File: src/include/soc_params.svh
// Address map assumes 32-bit byte addresses and RAM banks aligned on their own size
`ifndef SOC_PARAMS_SVH
`define SOC_PARAMS_SVH

// RAM banks
`define SOC_TCM_AW       16             // Byte address bits per bank, 64 KB
`define SOC_TCM0_BASE    32'h0000_0000  // Bank 0
`define SOC_TCM1_BASE    32'h0001_0000  // Bank 1, differs from bank 0 in bit 16

// GPIO window
`define SOC_GPIO_BASE    32'h2000_0000
`define SOC_GPIO_WIN_AW  12             // 4 KB window

// Register offsets inside the GPIO window
`define SOC_GPIO_OUT_OFS 12'h000        // Output register, drives P0
`define SOC_GPIO_IN_OFS  12'h004        // Synchronized P1, read only

// Port width, both directions
`define SOC_GPIO_W       16

`endif
File: src/rtl/soc_pkg.sv
// Bus types for a single-master AHB-lite fabric; only NONSEQ transfers carry data
package soc_pkg;

   // Data and address word
   typedef logic [31:0] word_t;

   // Byte lane enables, one bit per byte of word_t
   typedef logic [3:0] be_t;

   // AHB transfer type
   typedef enum logic [1:0] {
      IDLE   = 2'b00,
      BUSY   = 2'b01,   // Treated as idle
      NONSEQ = 2'b10,
      SEQ    = 2'b11    // Treated as idle
   } htrans_t;

   // AHB transfer size, larger codes are illegal here
   typedef enum logic [2:0] {
      BYTE = 3'b000,
      HALF = 3'b001,
      WORD = 3'b010
   } hsize_t;

   // Decoded target of an address phase
   typedef enum logic [1:0] {
      REG_TCM0 = 2'b00,
      REG_TCM1 = 2'b01,
      REG_GPIO = 2'b10,
      REG_NONE = 2'b11   // Unmapped or illegal size
   } region_t;

endpackage

File: src/rtl/ahb_decoder.sv
// Single master only; unmapped addresses and sizes above WORD get the two-cycle ERROR response
`timescale 1ns/1ps
`include "soc_params.svh"

module ahb_decoder (
   input  logic             clk,
   input  logic             rst_n,
   // Address phase from the master
   input  soc_pkg::word_t   haddr,
   input  soc_pkg::htrans_t htrans,
   input  logic             hwrite,
   input  soc_pkg::hsize_t  hsize,
   // Slave selects
   output logic             sel_tcm0,
   output logic             sel_tcm1,
   output logic             sel_gpio,
   // Slave responses
   input  soc_pkg::word_t   tcm0_rdata,
   input  soc_pkg::word_t   tcm1_rdata,
   input  soc_pkg::word_t   gpio_rdata,
   input  logic             tcm0_ready,
   input  logic             tcm1_ready,
   input  logic             gpio_ready,
   // Response to the master
   output soc_pkg::word_t   hrdata,
   output logic             hready,
   output logic             hresp
);
   import soc_pkg::*;

   typedef enum logic {
      ES_OKAY,   // No error, or first error cycle pending
      ES_LAST    // Second error cycle, hready back high
   } err_state_t;

   localparam word_t TCM0_BASE = `SOC_TCM0_BASE;
   localparam word_t TCM1_BASE = `SOC_TCM1_BASE;
   localparam word_t GPIO_BASE = `SOC_GPIO_BASE;

   region_t    addr_region;   // Region of the current address phase
   region_t    dp_region;     // Region of the transfer in data phase
   logic       dp_valid;      // A data phase is in progress
   logic       accept;
   logic       err_first;
   err_state_t err_state;

   // Address decode, bad size counts as unmapped
   always_comb begin
      addr_region = REG_NONE;
      if (hsize <= WORD) begin
         if (haddr[31:`SOC_TCM_AW] == TCM0_BASE[31:`SOC_TCM_AW])
            addr_region = REG_TCM0;
         else if (haddr[31:`SOC_TCM_AW] == TCM1_BASE[31:`SOC_TCM_AW])
            addr_region = REG_TCM1;
         else if (haddr[31:`SOC_GPIO_WIN_AW] == GPIO_BASE[31:`SOC_GPIO_WIN_AW])
            addr_region = REG_GPIO;
      end
   end

   assign accept   = (htrans == NONSEQ) && hready;   // SEQ and BUSY act as idle
   assign sel_tcm0 = accept && (addr_region == REG_TCM0);
   assign sel_tcm1 = accept && (addr_region == REG_TCM1);
   assign sel_gpio = accept && (addr_region == REG_GPIO);

   // Data phase tracking, advances only when the bus is ready
   always_ff @(posedge clk or negedge rst_n) begin
      if (!rst_n) begin
         dp_valid  <= 1'b0;
         dp_region <= REG_NONE;
      end else if (hready) begin
         dp_valid  <= (htrans == NONSEQ);
         dp_region <= addr_region;
      end
   end

   // First error cycle, held until the machine moves on
   assign err_first = dp_valid && (dp_region == REG_NONE) && (err_state == ES_OKAY);

   always_ff @(posedge clk or negedge rst_n) begin
      if (!rst_n)
         err_state <= ES_OKAY;
      else
         err_state <= err_first ? ES_LAST : ES_OKAY;
   end

   // Response mux from the registered region
   always_comb begin
      hrdata = '0;
      hready = 1'b1;   // Idle bus stays ready
      hresp  = err_first || (err_state == ES_LAST);
      if (err_first) begin
         hready = 1'b0;
      end else if (dp_valid) begin
         case (dp_region)
            REG_TCM0: begin
               hrdata = tcm0_rdata;
               hready = tcm0_ready;
            end
            REG_TCM1: begin
               hrdata = tcm1_rdata;
               hready = tcm1_ready;
            end
            REG_GPIO: begin
               hrdata = gpio_rdata;
               hready = gpio_ready;
            end
            default: hready = 1'b1;   // Last error cycle
         endcase
      end
   end

   // At most one slave per address phase
   a_sel_onehot: assert property (@(posedge clk) disable iff (!rst_n)
      $onehot0({sel_tcm0, sel_tcm1, sel_gpio}));

   // Accepted unmapped transfer opens with low ready and ERROR
   a_err_first: assert property (@(posedge clk) disable iff (!rst_n)
      (accept && (addr_region == REG_NONE)) |=> (!hready && hresp));

   // Second ERROR cycle, ready back high
   a_err_last: assert property (@(posedge clk) disable iff (!rst_n)
      (!hready && hresp) |=> (hready && hresp));

   // Master keeps a stalled address phase stable
   a_addr_hold: assert property (@(posedge clk) disable iff (!rst_n)
      (htrans == NONSEQ) && !hready |=>
         ($stable(haddr) && $stable(hwrite) && $stable(hsize)) || (htrans == IDLE));

endmodule

File: config.mk
export PLATFORM = sky130hd
export DESIGN_NAME = ahb_decoder
export DESIGN_NICKNAME = d
export VERILOG_FILES = /design/src/rtl/soc_pkg.sv /design/src/rtl/ahb_decoder.sv
export VERILOG_INCLUDE_DIRS = /design/src /design/src/include
export SDC_FILE = /design/constraint.sdc
export NUM_CORES = 1
export LEC_CHECK = 0
export CELL_PAD_IN_SITES_DETAIL_PLACEMENT = 0
export CELL_PAD_IN_SITES_GLOBAL_PLACEMENT = 2
export CORE_MARGIN = 10
export CORE_UTILIZATION = 26
export DETAILED_ROUTE_END_ITERATION = 10
export DONT_BUFFER_PORTS = 1
export PLACE_DENSITY = 0.83
export SYNTH_ARGS = -nofsm -noshare
export SYNTH_HDL_FRONTEND = slang
export SYNTH_SLANG_ARGS = --single-unit
File: constraint.sdc
create_clock -name clk -period 2.4 [get_ports clk]
set_clock_uncertainty 0.2 [all_clocks]
set_input_delay 0.48 -clock clk [delete_from_list [all_inputs] [get_ports clk]]
set_output_delay 0.48 -clock clk [all_outputs]
set_load 0.01 [all_outputs]
==> flow_metrics.tcl <==
set metrics [dict create \
    status "finished clean" \
    antenna_found_initial 0 \
    gr-usage-met1 0.09349 \
    synth_warnings 0 \
    power_leakage_nw 0.7172 \
    synthDistinctLibCells 26 \
    ys_top_cells_by_count "34 x mux2i_1, 34 x nand2_1, 34 x o21ai_1" \
    arrival_ns 1.67 \
    core_region_area_um2 4444 \
    cts_buffer_depth 2 \
    maxCapViolations 0 \
    min-delay-start "htrans[0]" \
    tritoncts "yes" \
    syn_inst 178 \
    die_area_um2 7788 \
    drv_slew 0 \
    synth-edff-count 0 \
    seqPwrFrac 0.112 \
    viasPerCell 5.603 \
    pin_count 176 \
    busiest_layer "met2" \
    setup_viol 0 \
    maxSlewHeadroom 0.8248 \
    p_switching_uw 532.3 \
    path_class "flip-flop to output port" \
    startpoint_type "flip-flop" \
    ctsRootBufferMaster "clkbuf_8" \
    swShare 0.4660 \
    met2_usage 0.1936 \
    area.growth.synth_to_final_pct 19.94 \
    wl_per_cell_um 21.05 \
    final_antenna_net_count 0 \
    r2r_start "dp_region[1]" \
    synth_ff_type "dfstp_2" \
    worst_pin_slew_ns 0.2577 \
    powerDensity_nw_per_um2 786.5 \
    hold_viol 0 \
    crit_required_ns 1.72 \
    yosys.area.top_type "mux2i_1" \
    rsz0062_at_grt "yes" \
    total_power_mw 1.142 \
    synth_area_um2 1211 \
    initial_core_util 0.2725 \
    rrSetupSlack_ns 0.69 \
    synth_compound_area_frac 0.1798 \
    hpwl_um 4032 \
    holdWs_ns 0.1381 \
    synth-seq-area-share 0.08471 \
    overflow 0 \
    drive_gt1_frac 0.1484 \
    grt_pass1_wl_um 6741 \
    synth-async-reset-ratio 1.000 \
    clkPwrFrac 0.132 \
    gp_congestion 0.7197 \
    ys_top_cells_by_area "mux2i_1 28%, and2_1 17%, o21ai_1 14%" \
    internal_power_uw 610.1 \
    grt_pass1_vias 1431 \
    comb_power_share 0.756 \
    reg2regPathDepth 5 \
    vias 1311 \
    synth_xor_area_frac 0 \
    hold_path_class "input port to flip-flop" \
    crit_fanout 5 \
    fin_crit_ns 2.349 \
    post-route-util 0.3269 \
    dieHeight_um 88.25 \
    fp.dieW_um 88.25 \
    finish.net_count 322 \
    drcViolationCount 0 \
    clk_latency_ns 0.22 \
    diodes 0 \
    numCtsBuffers 3 \
    ys_ff_latch 4 \
    drtIter0Drc 19 \
    use_met3 0.06342 \
    placementRows 24 \
    reg2reg_to "dp_region[1]" \
    endpoint_kind "output port" \
    cts.clk_slew.worst_paths_ns 0.03 \
    synth_top_family_by_area "simple AND/OR/NAND/NOR gates" \
    hold_depth 1 \
    fmax_mhz 425.7 \
    wl_um 4925 \
    synth_top_area_frac 0.2810 \
    dr.pass1.iters 4 \
    synthSimpleGateAreaFrac 0.3781 \
    finalCritPeriodShare 0.9788 \
    muxShareOfSynthArea 0.2934 \
    cts_max_level 1 \
    syn_area_per_cell_um2 6.804 \
    synthesis.nets 317 \
    clock_sinks 4 \
    worstHoldEndpoint "dp_valid" \
    port_buffers 0 \
    irDropWorstVdd_mv 0.6290 \
    synthAdderAreaFrac 0 \
    grt_max_degree 37 \
    grt_util_all_layers 0.1028 \
]
==> critical path, cell delays in order, from the launching register on <==
cell and delay [ns]:
dfstp_2 0.61, mux2_4 0.19, a2bb2oi_4 0.17, nand3b_4 0.11, nor4b_4 0.21, buf_4 0.16
==> placed cells by master (no fill, tap or decap), types with 2 or more instances in the layout <==
master,Yosys,layout
and2_1,32,32
buf_12,0,3
buf_4,0,9
clkbuf_8,0,3
dfrtp_1,2,2
dfstp_2,2,2
mux2i_1,34,33
nand2_1,34,34
nand2b_1,3,3
nand3_1,2,2
nor2_1,3,3
nor4_1,4,4
o21ai_1,34,34
==> metal layers <==
metal  vias up  share of wire
met5         -              0
met4         0         0.0055
met3         4           0.15
met2        92           0.51
met1       590           0.34
li1        625              -
==> flip-flops by register name, indices dropped and copies added (netlist names) <==
register,flops
dp_valid,1
dp_region,2
err_state,1
==> power groups by stage <==
stage / logic [mW] / registers, mW / clock network (mW)
floorplan: 0.680 / 0.112 / 0
global placement: 0.819 / 0.122 / 0
detailed placement: 0.829 / 0.124 / 0
CTS: 0.837 / 0.126 / 0.154
global route: 0.955 / 0.133 / 0.161
finish: 0.863 / 0.128 / 0.151
==> worst max-delay path by stage <==
stage            startpoint  endpoint  slack [ns]  cells past startpoint
6_report       dp_region[1]  sel_tcm1        0.05                      5
5_1_grt        dp_region[1]  sel_tcm1       -0.03                      5
4_1_cts        dp_region[0]  sel_tcm1       0.001                      6
3_5_place_dp   dp_region[0]  sel_tcm1        0.02                      6
3_3_place_gp   dp_region[0]  sel_tcm1        0.05                      6
2_1_floorplan  dp_region[1]  sel_tcm0        0.21                      5
==> through the flow <==
step / worst slack, ns / instance area [um2] / setup TNS, ns / cells
2_1_floorplan: 0.2150 / 1211 / 0 / 178
3_3_place_gp: 0.05380 / 1292 / 0 / 225
3_5_place_dp: 0.02276 / 1292 / 0 / 225
4_1_cts: 0.001457 / 1368 / 0 / 230
5_1_grt: -0.02554 / 1453 / -0.04567 / 234
6_report: 0.05095 / 1453 / 0 / 234
==> timing repair <==
action | in CTS | in global routing
gates resized for setup | 5 | 4
hold buffers | 1 | 0
cloned | 0 | 1
setup buffers | 0 | 3
endpoints found under the setup margin | 35 | 19
endpoints found under the hold margin | 4 | 0
==> layout make-up <==
class	instances	area, um2
Clock buffer	4	45.04
Sequential cell	4	102.6
Multi-Input combinational cell	158	1062
Tap cell	52	65.06
Inverter	1	3.754
Timing Repair Buffer	15	173.9
Fill cell	484	2992
==> logic make-up (layout without fill, tap and decap cells) <==
logic type,after synthesis,after routing
buf+inv,16,20
simple gates,85,85
flops,4,4
mux,35,35
compound gates,38,38
No activity file was read; power rests on OpenSTA's default activity.
