`src/include/soc_params.svh`:
```
// Address map assumes 32-bit byte addresses and RAM banks aligned on their own size
`ifndef SOC_PARAMS_SVH
`define SOC_PARAMS_SVH

// RAM banks
`define SOC_TCM_AW       16             // Byte address bits per bank, 64 KB
`define SOC_TCM0_BASE    32'h0000_0000  // Bank 0
`define SOC_TCM1_BASE    32'h0001_0000  // Bank 1, differs from bank 0 in bit 16

// GPIO window
`define SOC_GPIO_BASE    32'h2000_0000
`define SOC_GPIO_WIN_AW  12             // 4 KB window

// Register offsets inside the GPIO window
`define SOC_GPIO_OUT_OFS 12'h000        // Output register, drives P0
`define SOC_GPIO_IN_OFS  12'h004        // Synchronized P1, read only

// Port width, both directions
`define SOC_GPIO_W       16

`endif
```
`src/rtl/soc_pkg.sv`:
```
// Bus types for a single-master AHB-lite fabric; only NONSEQ transfers carry data
package soc_pkg;

   // Data and address word
   typedef logic [31:0] word_t;

   // Byte lane enables, one bit per byte of word_t
   typedef logic [3:0] be_t;

   // AHB transfer type
   typedef enum logic [1:0] {
      IDLE   = 2'b00,
      BUSY   = 2'b01,   // Treated as idle
      NONSEQ = 2'b10,
      SEQ    = 2'b11    // Treated as idle
   } htrans_t;

   // AHB transfer size, larger codes are illegal here
   typedef enum logic [2:0] {
      BYTE = 3'b000,
      HALF = 3'b001,
      WORD = 3'b010
   } hsize_t;

   // Decoded target of an address phase
   typedef enum logic [1:0] {
      REG_TCM0 = 2'b00,
      REG_TCM1 = 2'b01,
      REG_GPIO = 2'b10,
      REG_NONE = 2'b11   // Unmapped or illegal size
   } region_t;

endpackage

```
`src/rtl/gpio_ctrl.sv`:
```
// One wait state per access, hsize ignored so a write to OUT always takes hwdata[15:0]
`timescale 1ns/1ps
`include "soc_params.svh"

module gpio_ctrl (
   input  logic                   clk,
   input  logic                   rst_n,
   input  logic                   sel,
   input  soc_pkg::word_t         haddr,
   input  logic                   hwrite,
   input  soc_pkg::word_t         hwdata,
   output soc_pkg::word_t         rdata,
   output logic                   readyout,
   output logic [`SOC_GPIO_W-1:0] gpio_out,
   input  logic [`SOC_GPIO_W-1:0] gpio_in
);

   logic                        wait_q;   // First data-phase cycle
   logic                        dp_q;     // Data phase in progress
   logic                        wr_q;
   logic [`SOC_GPIO_WIN_AW-1:0] ofs_q;    // Offset within the window
   logic [`SOC_GPIO_W-1:0]      sync1_q;
   logic [`SOC_GPIO_W-1:0]      sync2_q;
   logic [`SOC_GPIO_W-1:0]      in_q;     // IN register
   logic                        out_wr;

   // Wait state counter
   always_ff @(posedge clk or negedge rst_n) begin
      if (!rst_n) begin
         wait_q <= 1'b0;
         dp_q   <= 1'b0;
      end else if (sel) begin
         wait_q <= 1'b1;
         dp_q   <= 1'b1;
      end else if (wait_q) begin
         wait_q <= 1'b0;
      end else begin
         dp_q   <= 1'b0;
      end
   end

   assign readyout = !wait_q;

   always_ff @(posedge clk) begin
      if (sel) begin
         wr_q  <= hwrite;
         ofs_q <= haddr[`SOC_GPIO_WIN_AW-1:0];
      end
   end

   // Commit on the ready cycle
   assign out_wr = dp_q && !wait_q && wr_q && (ofs_q == `SOC_GPIO_OUT_OFS);

   always_ff @(posedge clk or negedge rst_n) begin
      if (!rst_n) begin
         gpio_out <= '0;
         sync1_q  <= '0;
         sync2_q  <= '0;
         in_q     <= '0;
      end else begin
         if (out_wr)
            gpio_out <= hwdata[`SOC_GPIO_W-1:0];
         sync1_q <= gpio_in;   // P1 is asynchronous
         sync2_q <= sync1_q;
         in_q    <= sync2_q;
      end
   end

   // Read mux, zero-extended
   always_comb begin
      rdata = '0;
      if (ofs_q == `SOC_GPIO_OUT_OFS)
         rdata[`SOC_GPIO_W-1:0] = gpio_out;
      else if (ofs_q == `SOC_GPIO_IN_OFS)
         rdata[`SOC_GPIO_W-1:0] = in_q;
   end

   // Exactly one wait state
   a_one_wait: assert property (@(posedge clk) disable iff (!rst_n)
      !readyout |=> readyout);

endmodule

```
`config.mk`:
```
export PLATFORM = sky130hd
export DESIGN_NAME = gpio_ctrl
export DESIGN_NICKNAME = d
export VERILOG_FILES = /design/src/rtl/soc_pkg.sv /design/src/rtl/gpio_ctrl.sv
export VERILOG_INCLUDE_DIRS = /design/src /design/src/include
export SDC_FILE = /design/constraint.sdc
export NUM_CORES = 1
export LEC_CHECK = 0
export ABC_AREA = 1
export CAP_MARGIN = 15
export CORE_ASPECT_RATIO = 1.4
export CORE_UTILIZATION = 65
export CTS_BUF_LIST = sky130_fd_sc_hd__clkbuf_8
export DETAILED_ROUTE_END_ITERATION = 10
export DONT_BUFFER_PORTS = 1
export GPL_TIMING_DRIVEN = 0
export PLACE_DENSITY_LB_ADDON = 0.25
export SYNTH_ARGS = -nofsm -noshare
export SYNTH_HDL_FRONTEND = slang
export SYNTH_SLANG_ARGS = --single-unit
```
`constraint.sdc`:
```
create_clock -name clk -period 2.7 [get_ports clk]
set_input_delay 0.135 -clock clk [delete_from_list [all_inputs] [get_ports clk]]
set_output_delay 0.135 -clock clk [all_outputs]
set_load 0.05 [all_outputs]
```
==> results of run 1 <==
synthesized netlist by cell type, drive strengths merged:
master	instances	area [um2]
edfxtp	13	390
conb	1	3.75
nand2	53	201
nand4	16	100
nand3	33	170
o21bai	1	7.51
nor2	7	48.8
inv	6	22.5
dfrtp	66	1650
buf	27	190
nor3	1	16.3
worst min path at each step:
stage / from / end / slack, ns / depth (start not counted)
after global routing: gpio_in[11] / sync1_q[11] / 0.34 / 1
after CTS: rst_n / gpio_out[8] / 0.32 / 2
final: rst_n / gpio_out[9] / 0.33 / 2
after global placement: rst_n / gpio_out[12] / -0.16 / 0
after detailed placement: rst_n / gpio_out[10] / -0.16 / 0
after floorplan: rst_n / dp_q / -0.16 / 0
logic make-up (layout without fill, tap and decap cells):
logic type	count (synthesis)	after routing	share of synthesized area
other	1	16	0.00134
DFF	79	79	0.729
and+or+nand+nor	110	110	0.192
AOI/OAI and AO/OA	1	1	0.00268
buffers and inverters	33	97	0.0759
state kept, by name (all words and copies together) (netlist names):
name and cells:
dp_q 1, in_q 16, sync1_q 16, sync2_q 16, gpio_out 16, wait_q 1, wr_q 1, ofs_q 12
where the power goes:
| part | total, mW | internal (mW) | switching [mW] |
|---|---|---|---|
| logic | 0.192 | 0.0747 | 0.117 |
| registers | 1.29 | 1.27 | 0.0230 |
| clock network | 0.949 | 0.523 | 0.426 |
stage by stage:
stage | util | power [mW] | setup WS, ns
detailed placement | 0.725 | 1.41 | 1.02
global placement | 0.725 | 1.41 | 1.05
floorplan | - | 1.40 | 1.20
finish | 0.903 | 2.43 | 0.567
global route | 0.903 | 2.51 | 0.435
CTS | 0.903 | 2.42 | 0.630
area by class of cell:
type | instances | share of cell area
plain buffers | 27 | 0.0524
multi-input cells | 127 | 0.166
clock buffers | 9 | 0.0341
inverters | 6 | 0.00620
well taps | 43 | 0.0148
clock inverters | 7 | 0.0262
flip-flops and latches | 79 | 0.563
repair buffers | 48 | 0.137
routing by layer:
metal / wire length [um] / track usage / part of all wire / up-vias
li1: - / - / - / 860
met1: 2130 / 0.321 / 0.35 / 904
met2: 3270 / 0.516 / 0.54 / 144
met3: 519 / 0.0843 / 0.085 / 24
met4: 193 / 0.146 / 0.032 / 0
met5: 0 / 0 / 0 / -
what timing repair did:
action | in CTS | in global routing
endpoints found under the hold margin | 126 | 0
buffers inserted | 0 | 0
hold buffers | 48 | 0
==> out/results.txt, run 1 <==
cells on worst reg2reg path: 7
cell area after layout: 3630 um2
Site Rows: 27
post-route ant nets: 0
setup TNS: 0 ns
nets@finish: 382
vias in the first global route: 1992
FF+latch area: 2040 um2
clk sinks: 79
core area: 4020 um2
Crit. End Element: primary output
Top delay family on crit path: simple AND/OR/NAND/NOR gates
Post-DP HPWL: 2960 um
Final Max Tran Viols: 0
Yosys cell types: 17
CTS Buf Count: 9
buffers added on ports: 0
DIE HEIGHT: 79.7 um
most frequent cells in the layout: dfrtp_1 (66), nand2_1 (52), dlygate4sd3_1 (47)
Critical R2R Launch: wait_q
multi-input logic area: 604 um2
final hold vios: 0
first-pass GRT wire length: 9600 um
Least-Margin Pin Slew: 0.678 ns
failing checks: DRC
DR vias: 1932
CP Launch Type: flop
commonest non-fill, non-tap cell in the layout: dfrtp_1
Starting DRT DRC Count: 212
Seq/Total Area, Yosys: 0.729
die width: 57.5 um
post-synthesis cell area: 2800 um2
Starting Density: 0.697
unrepaired setup endpoints after global routing: no
WL final: 6120 um
Die ar.: 4580 um2
grt ovf: 0
Max Cap Viol: 0
largest net degree at the start of global routing: 67
Worst Clk Skew: 0.00862 ns
Max clock buf depth: 2
critical path's most frequent cell: nand2_1
Post-Layout Cell Count: 346
worst vdd ir: 0.642 mV
clock period minus worst slack: 2.13 ns
final worst path period share: 0.790
worst r2r dst: gpio_out[7]
drc violations: 9
reg-to-reg slack, setup: 1.09 ns
gr usage total: 0.295
post-DR vias/cell: 5.58
WL per Instance: 17.7 um
total iterations of the first detailed-routing run: 7
crit-path max FO: 10
antenna violations before repair: 0
Relative slew margins: 0.547
CTS root buf: clkbuf_8
Area Growth Syn to Fin: 29.5%
CTS tree: yes
Worst path max stage delay: 0.42 ns
PD cells: 669 nW/um2
CP Buf/Inv Count: 2
Syn Area/Cell: 12.5 um2
crit path from: ofs_q[11]
Crit Path Class: reg2out
Crit path depth: 7
Static Leak: 1.68 nW
I/O Pins: 133
Clock Latency Late Sink: 0.33 ns
post_cts resized: 0
placed insts: 282
Setup crit end: rdata[12]
setup violators final: 0
critical-path cell list: nor2_1 > nand2_1 > nor2_4 > buf_4 > buf_6 > nand3_1 > nand2_1
Synth Register Bits: 79
Slowest cell on crit path: nand2_1
Fin Hold WS: 0.325 ns
Max Clk Rate: 469 MHz
layout cells sized above 1: 0.178
outcome: finished, violations left
diode count: 0
Gate Count Post-Synth: 224
clock-pin slew on the worst setup and hold paths: 0.08 ns
fillers: 152
H-tree levels: 3
CP required: 2.57 ns
dpl cell area: 2910 um2
Hold Path Class: in2async
Arrival @ worst endpoint: 2.00 ns
GP Congestion: 0.829
yosys warns: 0
No activity file was read; power rests on OpenSTA's default activity.
==> inputs of run 2 (changes only) <==
==> constraint.sdc (replaced) <==
create_clock -name clk -period 2.1 [get_ports clk]
set_input_delay 0.105 -clock clk [delete_from_list [all_inputs] [get_ports clk]]
set_output_delay 0.105 -clock clk [all_outputs]
set_load 0.05 [all_outputs]
==> out/results.txt, run 2 (synthesis results as in run 1) <==
Relative slew margins: 0.549
setup violators final: 0
failing checks: DRC
Final Max Tran Viols: 0
Post-DP HPWL: 2960 um
I/O Pins: 133
most frequent cells in the layout: dfrtp_1 (66), dlygate4sd3_1 (47), nand2_1 (36)
DR vias: 1943
clock-pin slew on the worst setup and hold paths: 0.08 ns
Max Cap Viol: 0
CTS root buf: clkbuf_8
CTS Buf Count: 9
drc violations: 9
post-route ant nets: 0
CP Launch Type: flop
setup ws final: 0.0890 ns
clk sinks: 79
WL per Instance: 18.3 um
grt ovf: 0
Starting DRT DRC Count: 208
Site Rows: 27
Setup Buffers After CTS: 0
commonest non-fill, non-tap cell in the layout: dfrtp_1
first-pass GRT wire length: 9600 um
Starting Density: 0.697
nets@finish: 382
Static Leak: 1.67 nW
Arrival @ worst endpoint: 1.91 ns
Max clock buf depth: 2
gr usage total: 0.295
total iterations of the first detailed-routing run: 7
antenna violations before repair: 0
DIE HEIGHT: 79.7 um
core area: 4020 um2
Max Clk Rate: 497 MHz
GP Congestion: 0.829
final worst path period share: 0.958
clock period minus worst slack: 2.01 ns
layout cells sized above 1: 0.231
post-DR vias/cell: 5.62
die width: 57.5 um
Die ar.: 4580 um2
diode count: 0
Worst Clk Skew: 0.00910 ns
worst vdd ir: 0.825 mV
final core utilization: 0.914
Hold Path Class: in2async
Area Growth Syn to Fin: 31.1%
Crit Path Class: reg2out
crit-path max FO: 10
Crit. End Element: primary output
outcome: finished, violations left
pre-CTS setup slack: 0.449 ns
largest net degree at the start of global routing: 67
CTS tree: yes
buffers added on ports: 0
CP required: 2.00 ns
Clock Latency Late Sink: 0.33 ns
vias in the first global route: 1992
PD cells: 851 nW/um2
setup TNS: 0 ns
unrepaired setup endpoints after global routing: no
WL final: 6340 um
H-tree levels: 3
Least-Margin Pin Slew: 0.674 ns
final hold vios: 0
## run 2: path summary, 6_finish.rpt
path	to	from	slack, ns	cells past startpoint
min	gpio_out[9]	rst_n	0.29	2
max	rdata[6]	ofs_q[11]	0.09	7
max reg2reg	gpio_out[10]	wait_q	0.48	7
min in group clk	sync1_q[12]	gpio_in[12]	0.32	1
max in group asynchronous	dp_q	rst_n	1.53	2
min reg2reg	in_q[12]	sync2_q[12]	0.35	0
## run 2: worst max-delay path, cell delays in order, from the launching register on
cell      delay [ns]
edfxtp_1        0.40
nor2_1          0.12
nand2_1         0.10
nor2_4          0.18
buf_4           0.21
buf_6           0.15
nand3_1         0.16
nand2_4         0.24
## run 2: routing by layer
layer  wire length, um  up-vias  track usage
met4               214        0        0.146
met5                 0        -            0
met3               483       27       0.0843
met1              2230      928        0.321
li1                  -      862            -
met2              3410      126        0.516
## run 2: cell type report
class | instances | area (um2)
plain buffers | 27 | 190
fillers | 141 | 345
repair buffers | 48 | 498
inverters | 6 | 22.5
flip-flops and latches | 79 | 2040
multi-input cells | 127 | 649
clock inverters | 7 | 95.1
well taps | 43 | 53.8
clock buffers | 9 | 124
## run 2: power by group
group,switching (mW),internal [mW],leakage (nW),total [mW]
combinational,0.151,0.0960,0.717,0.247
sequential,0.0297,1.63,0.849,1.66
clock,0.550,0.672,0.106,1.22
## run 2: what timing repair did
item / CTS / global route
endpoints found under the setup margin: 0 / 16
resized for setup: 0 / 17
hold buffers: 48 / 0
hold endpoints to repair: 126 / 0
## run 2: per-stage QoR
stage | hold slack [ns] | instances | power (mW) | cell area [um2]
finish | 0.294 | 346 | 3.13 | 3670
detailed placement | -0.189 | 282 | 1.82 | 2910
CTS | 0.293 | 346 | 3.12 | 3630
global route | 0.314 | 346 | 3.23 | 3670
floorplan | -0.191 | 239 | 1.81 | 2860
global placement | -0.190 | 282 | 1.81 | 2910
